==> config.mk <==
export PLATFORM = sky130hd
export DESIGN_NAME = squash_unit
export DESIGN_NICKNAME = d
export VERILOG_FILES = /design/src/verilog/core_arch_pkg.sv /design/src/verilog/squash_pkg.sv /design/src/verilog/seq_age_tracker.sv /design/src/verilog/squash_arbiter.sv /design/src/verilog/squash_unit.sv
export SDC_FILE = /design/constraint.sdc
export NUM_CORES = 1
export LEC_CHECK = 0
export ABC_AREA = 0
export BUFFER_PORTS_ARGS = -buffer_cell sky130_fd_sc_hd__buf_2
export CAP_MARGIN = 0
export CORE_UTILIZATION = 38
export CTS_BUF_LIST = sky130_fd_sc_hd__clkbuf_8 sky130_fd_sc_hd__clkbuf_16
export CTS_CLUSTER_SIZE = 25
export DETAILED_ROUTE_END_ITERATION = 12
export GPL_ROUTABILITY_DRIVEN = 0
export HOLD_SLACK_MARGIN = 0.1
export PLACE_DENSITY = 0.76
export SETUP_SLACK_MARGIN = 0.2
export SLEW_MARGIN = 20
export SYNTH_ARGS = -nofsm -noshare
export SYNTH_HDL_FRONTEND = slang
export SYNTH_SLANG_ARGS = --single-unit
==> constraint.sdc <==
create_clock -name clk -period 3 [get_ports clk]
set_input_delay 0.3 -clock clk [delete_from_list [all_inputs] [get_ports clk]]
set_output_delay 0.3 -clock clk [all_outputs]
set_load 0.1 [all_outputs]
==> src/verilog/core_arch_pkg.sv <==
// ----------------------------------------------------------------------
// Core architecture package
// Widths and default sizing shared by the core blocks
// ----------------------------------------------------------------------

`default_nettype none

package core_arch_pkg;

  // --------------------------------------------------------------------
  // Address width
  // --------------------------------------------------------------------

  // One machine word
  localparam int ADDR_WIDTH = 32;

  // Redirect target address
  typedef logic [ADDR_WIDTH-1:0] addr_t;

  // --------------------------------------------------------------------
  // Default sizing
  // --------------------------------------------------------------------

  // Number of squash sources, e.g. branch units
  localparam int DEFAULT_NUM_ARB = 2;

  // Sequence number width, wraps at 2**bits
  localparam int DEFAULT_SEQ_NUM_BITS = 5;

endpackage

`default_nettype wire

==> src/verilog/squash_pkg.sv <==
// ----------------------------------------------------------------------
// Squash unit package
// Types local to the first-level squash logic
// ----------------------------------------------------------------------

`default_nettype none

package squash_pkg;

  // --------------------------------------------------------------------
  // Age tracker state
  // --------------------------------------------------------------------

  // TRK_IDLE
  //   No commit since reset, reference sits at zero
  // TRK_TRACKING
  //   At least one commit seen, reference follows the commit stream
  //
  // Also lets later debug and flush logic tell a fresh pipeline
  // from a running one
  typedef enum logic {
    TRK_IDLE     = 1'b0,
    TRK_TRACKING = 1'b1
  } age_trk_state_e;

  // Single bit state, one flop in the tracker
  // Reset value is TRK_IDLE

endpackage

`default_nettype wire

==> src/verilog/seq_age_tracker.sv <==
// ----------------------------------------------------------------------
// Sequence age tracker
// Follows the commit stream and keeps the age reference point,
// one past the last committed sequence number
// ----------------------------------------------------------------------

`timescale 1ns/1ps
`default_nettype none

module seq_age_tracker
  import squash_pkg::*;
#(
  parameter int SEQ_NUM_BITS = 5
) (
  input  wire logic                    clk,
  input  wire logic                    rst,

  // Commit notification, strobe and sequence number only
  input  wire logic                    commit_val,
  input  wire logic [SEQ_NUM_BITS-1:0] commit_seq_num,

  // Reference point for the arbiter age compare
  output logic      [SEQ_NUM_BITS-1:0] age_ref
);

  // --------------------------------------------------------------------
  // State and reference registers
  // --------------------------------------------------------------------

  age_trk_state_e            state_q;
  logic [SEQ_NUM_BITS-1:0]   ref_q;
  logic [SEQ_NUM_BITS-1:0]   commit_next;

  // One past the committed instruction, wraps naturally
  assign commit_next = commit_seq_num + SEQ_NUM_BITS'(1);

  // Tracker state
  always_ff @(posedge clk) begin
    if (rst) begin
      state_q <= TRK_IDLE;
    end else if (commit_val) begin
      state_q <= TRK_TRACKING;
    end
  end

  // Reference only meaningful once tracking
  always_ff @(posedge clk) begin
    if (commit_val) begin
      ref_q <= commit_next;
    end
  end

  // --------------------------------------------------------------------
  // Reference output
  // --------------------------------------------------------------------

  // Idle pipeline compares against zero
  // A commit in cycle N shows here from cycle N+1
  assign age_ref = (state_q == TRK_TRACKING) ? ref_q : '0;

endmodule

`default_nettype wire

==> src/verilog/squash_arbiter.sv <==
// ----------------------------------------------------------------------
// Squash arbiter
// Picks the oldest valid squash by wrapped age and registers it
// as a one-cycle grant
// ----------------------------------------------------------------------

`timescale 1ns/1ps
`default_nettype none

module squash_arbiter
  import core_arch_pkg::*;
#(
  parameter int NUM_ARB      = 2,
  parameter int SEQ_NUM_BITS = 5
) (
  input  wire logic                                 clk,
  input  wire logic                                 rst,

  // Squash requests, one slice per requester
  input  wire logic  [NUM_ARB-1:0]                  arb_val,
  input  wire logic  [NUM_ARB-1:0][SEQ_NUM_BITS-1:0] arb_seq_num,
  input  wire addr_t [NUM_ARB-1:0]                  arb_target,

  // Reference point from the age tracker, same cycle as the requests
  input  wire logic  [SEQ_NUM_BITS-1:0]             age_ref,

  // Granted squash
  output logic                                      gnt_val,
  output logic       [SEQ_NUM_BITS-1:0]             gnt_seq_num,
  output addr_t                                     gnt_target
);

  // --------------------------------------------------------------------
  // Wrapped age per requester
  // --------------------------------------------------------------------

  // Distance from the reference, modulo 2**SEQ_NUM_BITS
  // Smaller age means older instruction
  logic [NUM_ARB-1:0][SEQ_NUM_BITS-1:0] req_age;

  always_comb begin
    for (int i = 0; i < NUM_ARB; i++) begin
      req_age[i] = arb_seq_num[i] - age_ref;
    end
  end

  // --------------------------------------------------------------------
  // Oldest selection
  // --------------------------------------------------------------------

  logic                    sel_found;
  logic [SEQ_NUM_BITS-1:0] sel_age;
  logic [SEQ_NUM_BITS-1:0] sel_seq_num;
  addr_t                   sel_target;
  logic                    any_val;

  // Scan upward, strict compare keeps the lowest index on a tie
  always_comb begin
    sel_found   = 1'b0;
    sel_age     = '0;
    sel_seq_num = '0;
    sel_target  = '0;
    for (int i = 0; i < NUM_ARB; i++) begin
      if (arb_val[i] && (!sel_found || (req_age[i] < sel_age))) begin
        sel_found   = 1'b1;
        sel_age     = req_age[i];
        sel_seq_num = arb_seq_num[i];
        sel_target  = arb_target[i];
      end
    end
  end

  // Any squash this cycle yields a grant next cycle
  assign any_val = |arb_val;

  // --------------------------------------------------------------------
  // Grant register
  // --------------------------------------------------------------------

  // Losers are dropped, they are younger than the winner
  // Fields read zero on cycles with no request
  always_ff @(posedge clk) begin
    if (rst) begin
      gnt_val     <= 1'b0;
      gnt_seq_num <= '0;
      gnt_target  <= '0;
    end else begin
      gnt_val     <= any_val;
      gnt_seq_num <= sel_seq_num;
      gnt_target  <= sel_target;
    end
  end

endmodule

`default_nettype wire

==> src/verilog/squash_unit.sv <==
// ----------------------------------------------------------------------
// First-level squash unit
// Forwards only the oldest of the squashes raised in a cycle,
// aged against the commit reference point
// ----------------------------------------------------------------------

`timescale 1ns/1ps
`default_nettype none

module squash_unit
  import core_arch_pkg::*;
#(
  parameter int NUM_ARB      = DEFAULT_NUM_ARB,
  parameter int SEQ_NUM_BITS = DEFAULT_SEQ_NUM_BITS
) (
  input  wire logic                                 clk,
  input  wire logic                                 rst,

  // Squash requests from the pipeline stages
  input  wire logic  [NUM_ARB-1:0]                  arb_val,
  input  wire logic  [NUM_ARB-1:0][SEQ_NUM_BITS-1:0] arb_seq_num,
  input  wire addr_t [NUM_ARB-1:0]                  arb_target,

  // Commit notification
  input  wire logic                                 commit_val,
  input  wire logic  [SEQ_NUM_BITS-1:0]             commit_seq_num,

  // Oldest squash, one cycle after the requests
  output logic                                      gnt_val,
  output logic       [SEQ_NUM_BITS-1:0]             gnt_seq_num,
  output addr_t                                     gnt_target
);

  // Reference point, tracker to arbiter
  logic [SEQ_NUM_BITS-1:0] age_ref;

  // --------------------------------------------------------------------
  // Age tracker
  // --------------------------------------------------------------------

  seq_age_tracker #(
    .SEQ_NUM_BITS   (SEQ_NUM_BITS)
  ) i_seq_age_tracker (
    .clk            (clk),
    .rst            (rst),
    .commit_val     (commit_val),
    .commit_seq_num (commit_seq_num),
    .age_ref        (age_ref)
  );

  // --------------------------------------------------------------------
  // Oldest-first arbiter
  // --------------------------------------------------------------------

  squash_arbiter #(
    .NUM_ARB        (NUM_ARB),
    .SEQ_NUM_BITS   (SEQ_NUM_BITS)
  ) i_squash_arbiter (
    .clk            (clk),
    .rst            (rst),
    .arb_val        (arb_val),
    .arb_seq_num    (arb_seq_num),
    .arb_target     (arb_target),
    .age_ref        (age_ref),
    .gnt_val        (gnt_val),
    .gnt_seq_num    (gnt_seq_num),
    .gnt_target     (gnt_target)
  );

endmodule

`default_nettype wire

# ---- After elaboration in Yosys (flattened, before gate mapping)
# Index checks and enable logic that the tools add are counted.
dict set report op_classes {
  n_addsub 3
  multipliers 0
  div 0
  n_lt_le_gt_ge 1
  eq_ne 0
  shifts 0
  n_mux 7
  bitwise_logic 0
  reduce_logical 4
}
# operator n
set ops {}
lappend ops {{2-to-1 mux 32 bit} 2}
lappend ops {{2-to-1 mux 5 bit} 4}
lappend ops {{subtractor 5 bit} 2}
lappend ops {{adder 5 x 1 -> 5 bit (second input constant)} 1}
lappend ops {{less-than comparator 5 bit} 1}
lappend ops {{OR reduction 2 bit} 1}
lappend ops {{logical AND 1 bit} 1}
lappend ops {{zero test 1 bit} 1}
lappend ops {{logical OR 1 bit} 1}
lappend ops {{2-to-1 mux 1 bit} 1}
dict set report word_totals {
  ff_bits 44
  latchBits 0
  ram_bits 0
  mem_bits_ro 0
  inputBits 84
  word_cells 20
  mem_count 0
}

# ---- Longest topological paths before layout
# Gate-level depths: netlist (run 1).
dict set report logic_depth {
  word_depth 7
  depth_mapped 14
  mapped_depth_nobuf 13
}

# ---- Cells and area by module
# A second synthesis (run 1) with hierarchy kept.
dict set report unflattened {
  hier_cells 236
  hier_area_um2 2303.5
}
# module instances cells_per_inst area_per_inst_um2 seq_area_each_um2
set modules_own_cells {}
lappend modules_own_cells {squash_arbiter 1 216 2042.0 760.7}
lappend modules_own_cells {seq_age_tracker 1 20 261.5 170.2}

# ---- Worst setup path after synthesis (run 1)
# OpenSTA, ideal clock, no wires.
dict set report synth_timing {
  kind {flip-flop to flip-flop}
  from {reg i_seq_age_tracker.state_q}
  to {reg i_squash_arbiter.gnt_seq_num[4]}
  setup_ns 0.057
  arrival_time_ns 3.045
  setup_slack_ns -0.102
  path_stages_with_launch 15
  path_buffers 1
  path_cell_list {dfxtp_1 -> and2_1 -> ha_1 -> inv_1 -> fa_1 -> a21o_1 -> a21oi_1 -> xnor2_1 -> nand2_1 -> ha_1 -> nand3_2 -> or2_4 -> a311oi_4 -> buf_6 -> a22o_2}
}
dict set report synth_between {
  elab_chain_len 7
}
# item line
set synth_lines {}
lappend synth_lines {{from (decl)} seq_age_tracker.sv:30} ;# age_trk_state_e state_q;
lappend synth_lines {{from (signal assigned)} seq_age_tracker.sv:40} ;# state_q <= TRK_IDLE;
lappend synth_lines {{from (signal assigned)} seq_age_tracker.sv:42} ;# state_q <= TRK_TRACKING;
lappend synth_lines {{2-to-1 mux 5 bit (*)} seq_age_tracker.sv:59} ;# assign age_ref = (state_q == TRK_TRACKING) ? ref_q : '0;
lappend synth_lines {{subtractor 5 bit} squash_arbiter.sv:43} ;# req_age[i] = arb_seq_num[i] - age_ref;
lappend synth_lines {{2-to-1 mux 5 bit} squash_arbiter.sv:64} ;# if (arb_val[i] && (!sel_found || (req_age[i] < sel_age))) begin
lappend synth_lines {{less-than comparator 5 bit (*)} squash_arbiter.sv:64}
lappend synth_lines {{logical OR 1 bit (*)} squash_arbiter.sv:64}
lappend synth_lines {{logical AND 1 bit (*)} squash_arbiter.sv:64}
lappend synth_lines {{2-to-1 mux 5 bit (*)} squash_arbiter.sv:64}
lappend synth_lines {{to (signal assigned)} squash_arbiter.sv:89} ;# gnt_seq_num <= sel_seq_num;
lappend synth_lines {{to (decl)} squash_arbiter.sv:29} ;# output logic [SEQ_NUM_BITS-1:0] gnt_seq_num,
# Every way passes the cells marked *; elsewhere a longest branch is shown, timed or not.
# A chain may end at the register's enable or synchronous reset.

# ---- Worst setup path after layout (run 1)
dict set report layout_timing {
  from {reg i_seq_age_tracker.state_q}
  to {reg i_squash_arbiter.gnt_target[16]}
}
dict set report layout_between {
  elab_chain_len 7
}
# item line
set layout_lines {}
lappend layout_lines {{2-to-1 mux 5 bit (*)} seq_age_tracker.sv:59}
lappend layout_lines {{subtractor 5 bit} squash_arbiter.sv:43}
lappend layout_lines {{2-to-1 mux 5 bit} squash_arbiter.sv:64}
lappend layout_lines {{less-than comparator 5 bit (*)} squash_arbiter.sv:64}
lappend layout_lines {{logical OR 1 bit (*)} squash_arbiter.sv:64}
lappend layout_lines {{logical AND 1 bit (*)} squash_arbiter.sv:64}
lappend layout_lines {{2-to-1 mux 32 bit (*)} squash_arbiter.sv:64}
lappend layout_lines {{to (signal assigned)} squash_arbiter.sv:90} ;# gnt_target <= sel_target;
lappend layout_lines {{to (decl)} squash_arbiter.sv:30} ;# output addr_t gnt_target
# Marks and branches as above.

==> impl_results.md, run 1 <==
* Crit path required time at between 3 and 4 ns
* Period utilization at a little under 100%
* Final #Nets at just under 400
* Floorplan row count at 25
* Layout cells sized above 1 at 63.0%
* Internal power at 1.17 mW
* # port buffers at ~120
* # DRC at 0
* Fraction of registers with async set/reset at 0%
* Max frequency at between 300 and 400 MHz
* WL final at approximately 5.2 mm
* Initial Util at between 30% and 40%
* Clock Skew at 0.00267 ns
* Ant. Diodes at 0
* Setup Viol. Count Final at 0
* Vias in the first global route at 1,622
* Mean Syn Cell Area at between 10 and 15 um^2
* Max-slew headroom at 66.2%
* Flop and latch count out of synthesis at between 40 and 50
* Clk pwr share at a little over a fifth
* Clk root buf: clkbuf_8
* Routed wire length per instance at roughly 14 um
* CTS max path bufs at 2
* Initial antenna violation count at 0
* Sequential cell area at between 900 and 1000 um^2
* CP Launch Type: register
* Switching fraction of total power at between 40% and 50%
* Full die area at 5260 um^2
* Synth unique cells at 28
* Max Cap Violations at 0
* Sequential power share at 33.3%
* Crit. End Element: register
* Largest net degree at the start of global routing at 33
* Slew @ Worst Pin at slightly above 0.5 ns
* Die height at slightly above 70 um
* CP cell instances: and2_4 -> ha_4 -> inv_2 -> fa_2 -> a21o_1 -> a21oi_2 -> xnor2_1 -> nand2_1 -> ha_4 -> and3_4 -> nand3_4 -> a311oi_4 -> buf_4 -> buf_16 -> a22o_2
* Post-DP HPWL at 3.74 mm
* Area of the multi-input gates at approximately 1100 um^2
* Tmin final at 2.93 ns
* CTS Sinks at 44
* Final Max Slew Viols at 0
* LEAKAGE at 1.51 nW
* CTS Buf Count at 5
* Synthesized area at roughly 1900 um^2
* Worst path arrival time at 3.17 ns
* Die W at approximately 73 um
* Net Sw Power at slightly below 0.9 mW
* Grt total ovfl at 0
* Worst min path class: input pin to register
* Synthesis Warnings at 0
* Fill cells at 407
* RSZ-0062 raised after global routing: true
* Global Route Usage Sum at a little under a fifth
* DR iter-0 viols at 20
* Combinational power share at 44.9%
* Worst-skew pair later-pin latency at around 0.3 ns
* Synthesis-to-finish area growth at 58.6%
* Count of flip-flops with a built-in enable after synthesis at 5
* Post-Syn Instances at around 160
* Number of I/O pins at 122
* CP Max Fanout at 14
* WS Path Type: register to register
* Largest stage delay, worst path at between 0.3 and 0.4 ns
* WHS at approximately 0.21 ns
* Slowest CP cell: dfxtp_2
* Post-synthesis sequential area ratio at roughly half
* Peak VDD IR at 0.329 mV
* CP dominant cell by count: ha_4
* Via Count at about 1,700
* PwrDens at approximately 680 nW/um^2
* Most frequent cells in the layout: buf_2, dfxtp_1, a22o_4
* Syn_nets at about 260
* First-pass GRT wire length at about 7.4 mm
* H-tree depth at 2
* Final Hold Violating Endpoints at 0
* Vias per cell at approximately 4.7
* Outcome: completed
* CTS tree: done
* TritonRoute pass-1 iters at 3
* Clk slew on worst S/H paths at ~0.080 ns
* Most common cell after layout, fill and taps aside: buf_2
* Total core area at 4750 um^2
* Main synth FF type: dfxtp_1
* Final Util at a little over three fifths
* Antenna Nets Post-Route at 0
-- cells by family after synthesis --
| family | share of synthesized area (%) |
|---|---|
| DFF | 49.2 |
| and+or+nand+nor | 7.02 |
| adders and majority gates | 10.7 |
| xor gates and xnor gates | 4.63 |
| buffers and inverters | 3.77 |
| AOI/OAI and AO/OA | 24.6 |
-- layer usage --
layer,vias to the layer above,routed length [um],share of wire [%],track usage [%]
met2,71,2720,53,33.7
met3,7,394,7.6,5.83
li1,844,-,-,-
met1,780,1960,38,20.7
met5,-,0,0,0
met4,0,82,1.6,7.84
-- synthesized netlist by cell type (all sizes together) (2+ instances only) --
master  count  area, um^2
dfxtp      39         781
fa          2        40.0
nor2        6        22.5
nor2b       2        12.5
nand2       7        26.3
buf         6        48.8
nand3       4        25.0
a21oi       6        30.0
xor2        5        43.8
a22o       37         360
inv         6        22.5
a21o        3        22.5
and2        2        12.5
o21ai       2        10.0
ha         13         163
xnor2       5        43.8
edfxtp      5         150
-- sequential cells by signal, indices dropped and copies added (netlist names) --
register                      count
i_seq_age_tracker.ref_q           5
i_seq_age_tracker.state_q         1
i_squash_arbiter.gnt_seq_num      5
i_squash_arbiter.gnt_target      32
i_squash_arbiter.gnt_val          1
-- final timing paths --
| path | start | to | slack, ns | depth (start not counted) |
|---|---|---|---|---|
| min | arb_target[31] | i_squash_arbiter.gnt_target[31]$_SDFF_PP0_ | 0.21 | 2 |
| max | i_seq_age_tracker.state_q$_SDFFE_PP0P_ | i_squash_arbiter.gnt_target[16]$_SDFF_PP0_ | 0.07 | 15 |
| max reg2reg | i_seq_age_tracker.state_q$_SDFFE_PP0P_ | i_squash_arbiter.gnt_target[16]$_SDFF_PP0_ | 0.07 | 15 |
| min reg2reg | i_seq_age_tracker.state_q$_SDFFE_PP0P_ | i_seq_age_tracker.state_q$_SDFFE_PP0P_ | 0.60 | 3 |
-- final cells by class --
| class | count | area share [%] |
|---|---|---|
| Timing Repair Buffer | 132 | 25.3 |
| Multi-Input combinational cell | 102 | 36.2 |
| Inverter | 6 | 0.751 |
| Clock buffer | 7 | 3.59 |
| Sequential cell | 44 | 31.1 |
| Tap cell | 67 | 2.80 |
| Clock inverter | 1 | 0.292 |
-- power by group through the flow --
stage	sequential (mW)	clock [mW]	combinational [mW]
2_1_floorplan	1.14	0	0.225
3_3_place_gp	0.693	0	0.832
3_5_place_dp	0.695	0	0.843
4_1_cts	0.680	0.461	0.862
5_1_grt	0.687	0.488	0.961
6_report	0.679	0.446	0.918
-- critical path: cells and delay by family (launching register included) --
| family | cells | cell delay [ns] |
|---|---|---|
| flops | 1 | 0.34 |
| fa+ha+maj | 3 | 0.76 |
| compound gates | 4 | 0.77 |
| simple gates | 4 | 0.53 |
| xor+xnor | 1 | 0.14 |
| buf+inv | 3 | 0.34 |
-- metrics by stage --
step           total power, mW  cells  setup TNS, ns  instance area [um^2]  setup slack, ns
2_1_floorplan             1.37    158              0                  1940            0.111
3_3_place_gp              1.52    344              0                  2640           0.0794
3_5_place_dp              1.54    344              0                  2640           0.0411
4_1_cts                   2.00    356              0                  2810           0.0765
5_1_grt                   2.14    359          -1.62                  3000          -0.0729
6_report                  2.04    359              0                  3000           0.0746
-- timing repair --
item                                    in CTS  in global routing
setup buffers                                3                  1
hold buffers                                 0                  0
pin swaps                                    0                  7
endpoints found under the hold margin        0                  0
gates resized for setup                      2                 22
endpoints found under the setup margin      37                 37
gates cloned                                 1                  2
(Power assumes the default switching activity.)
==> run 2: changes to the inputs <==
- CORE_ASPECT_RATIO: default -> 1.1
- CORE_UTILIZATION: 38 -> 45
- PLACE_DENSITY: 0.76 -> 0.85
- clock period: 3 -> 3.6 ns (I/O delays scaled with it)
==> impl_results.md, run 2 (synthesized netlist as in run 1, its figures left out) <==
* Floorplan row count at 24 (-4.0%)
* Synthesis-to-finish area growth at 40.6%
* Antenna Nets Post-Route at 0 (unchanged)
* Global Route Usage Sum at 21.0% (+2.0 points)
* Worst r2r src: i_seq_age_tracker.state_q$_SDFFE_PP0P_
* Slew @ Worst Pin at 0.500 ns (-0.0112 ns)
* WL final at 4.52 mm (-13%)
* Ant. Diodes at 0 (unchanged)
* Design Area, Final at 2660 um^2 (-11%)
* Clk root buf: clkbuf_8
* CP Max Fanout at 33 (+19)
* Max Cap Violations at 0 (unchanged)
* Die height at 70.0 um (-3.5%)
* H-tree depth at 2 (unchanged)
* # DRC at 0 (unchanged)
* Number of flip-flops in the largest register at 32 (unchanged)
* Tmin final at 3.18 ns (+0.255 ns)
* Vias per cell at 4.94 (+4.1%)
* Crit path required time at 3.85 ns (+0.60 ns)
* Worst-skew pair later-pin latency at 0.30 ns (about the same)
* Final Util at 66.5% (+3.5 points)
* Register bank with the most flops: i_squash_arbiter.gnt_target
* Worst setup margin at 0.420 ns (+0.345 ns)
* Period utilization at 88.3% (-9.2 points)
* Final Hold Violating Endpoints at 0 (unchanged)
* Most common cell after layout, fill and taps aside: buf_2
* Crit. End Element: register
* Largest net degree at the start of global routing at 34 (+3.0%)
* Peak VDD IR at 0.213 mV (-35%)
* Via Count at 1,664 (-2.2%)
* Total core area at 3990 um^2 (-16%)
* Max-slew headroom at 66.9% (+0.74 points)
* PwrDens at 584 nW/um^2 (-14%)
* Largest registers: i_squash_arbiter.gnt_target: 32 flops, i_seq_age_tracker.ref_q: 5 flops, i_squash_arbiter.gnt_seq_num: 5 flops
* DP Area at 2540 um^2 (-3.6%)
* Clk slew on worst S/H paths at 0.09 ns (about the same)
* Clock Skew at 0.00846 ns (+0.00579 ns)
* Dpl ws at 0.261 ns (+0.220 ns)
* Setup_tns at 0 ns (unchanged)
* Most frequent cells in the layout: buf_2, dfxtp_1, a22o_2
* WS Path Type: register to register
* Worst path arrival time at 3.43 ns (+0.26 ns)
* CTS Buf Count at 5 (unchanged)
* Grt total ovfl at 0 (unchanged)
* # port buffers at 121 (unchanged)
* DR iter-0 viols at 78 (+290%)
* Routed wire length per instance at 13.4 um (-6.8%)
* Final #Nets at 383 (-1.8%)
* Setup Viol. Count Final at 0 (unchanged)
* RSZ-0062 raised after global routing: false
* Worst Setup SP: i_seq_age_tracker.state_q$_SDFFE_PP0P_
* WHS at 0.268 ns (+0.0591 ns)
* Initial Util at 47.3% (+7.6 points)
* HP Start: arb_target[1]
* Layout Cells excl Fill at 337 (-6.1%)
* TritonRoute pass-1 iters at 4 (+1)
* Max frequency at 314 MHz (-8.0%)
* Final Total Pwr at 1.55 mW (-24%)
* Initial antenna violation count at 0 (unchanged)
* Post-DP HPWL at 3.54 mm (-5.5%)
* Vias in the first global route at 1,613 (-0.55%)
* CTS Sinks at 44 (unchanged)
* Final Max Slew Viols at 0 (unchanged)
* LEAKAGE at 1.36 nW (-10%)
* First-pass GRT wire length at 7.06 mm (-4.0%)
* Placed Cells at 327 (-4.9%)
* Layout cells sized above 1 at 58.2% (-4.8 points)
* Number of I/O pins at 122 (unchanged)
* Worst min path class: input pin to register
* CP Launch Type: register
* Outcome: completed
* CTS max path bufs at 2 (unchanged)
* Die W at 63.8 um (-12%)
* Full die area at 4460 um^2 (-15%)
* CTS tree: done
run 2: cell count changes in the layout (fill, tap and decap cells not counted), moves of 3 or more:
cell     change
a22o_4      -18
a22o_2      +18
a21oi_2      -3
buf_4        -3
run 2: critical path, stage by stage, from the launching register on:
cell      delay, ns
dfxtp_1        0.40
and2_1         0.17
ha_1           0.16
inv_1          0.05
fa_1           0.39
a21o_1         0.18
a21oi_1        0.17
xnor2_1        0.14
nand2_1        0.08
ha_1           0.32
and3_1         0.18
nand3_1        0.12
a311oi_4       0.36
buf_12         0.23
a22o_1         0.16
run 2: final timing paths:
check / to / slack, ns / cells past startpoint
max: i_squash_arbiter.gnt_seq_num[2]$_SDFF_PP0_ / 0.42 / 14
min: i_squash_arbiter.gnt_target[1]$_SDFF_PP0_ / 0.27 / 2
max reg2reg: i_squash_arbiter.gnt_seq_num[2]$_SDFF_PP0_ / 0.42 / 14
min reg2reg: i_seq_age_tracker.state_q$_SDFFE_PP0P_ / 0.55 / 2
run 2: routing by layer:
layer | share of wire, % | up-vias | track usage, %
met5 | 0 | - | 0
met4 | 1.8 | 0 | 10.1
met3 | 6.8 | 8 | 5.56
met2 | 51 | 73 | 37.0
met1 | 40 | 754 | 22.8
li1 | - | 829 | -
run 2: cell type report:
cell class                 count  area, um^2
multi-input combinational    102         900
fill                         317        1340
clock inverter                 3        18.8
sequential                    44         931
inverter                       6        22.5
timing repair buffer         125         652
tap                           52        65.1
clock buffer                   5        68.8
run 2: power breakdown:
group	internal, mW	switching (mW)
clock	0.135	0.171
sequential	0.553	0.0126
combinational	0.172	0.509
run 2: what timing repair did:
action                                  CTS  global route
gates resized for setup                   0             2
hold buffers                              0             0
setup buffers                             0             2
endpoints found under the setup margin    0            33
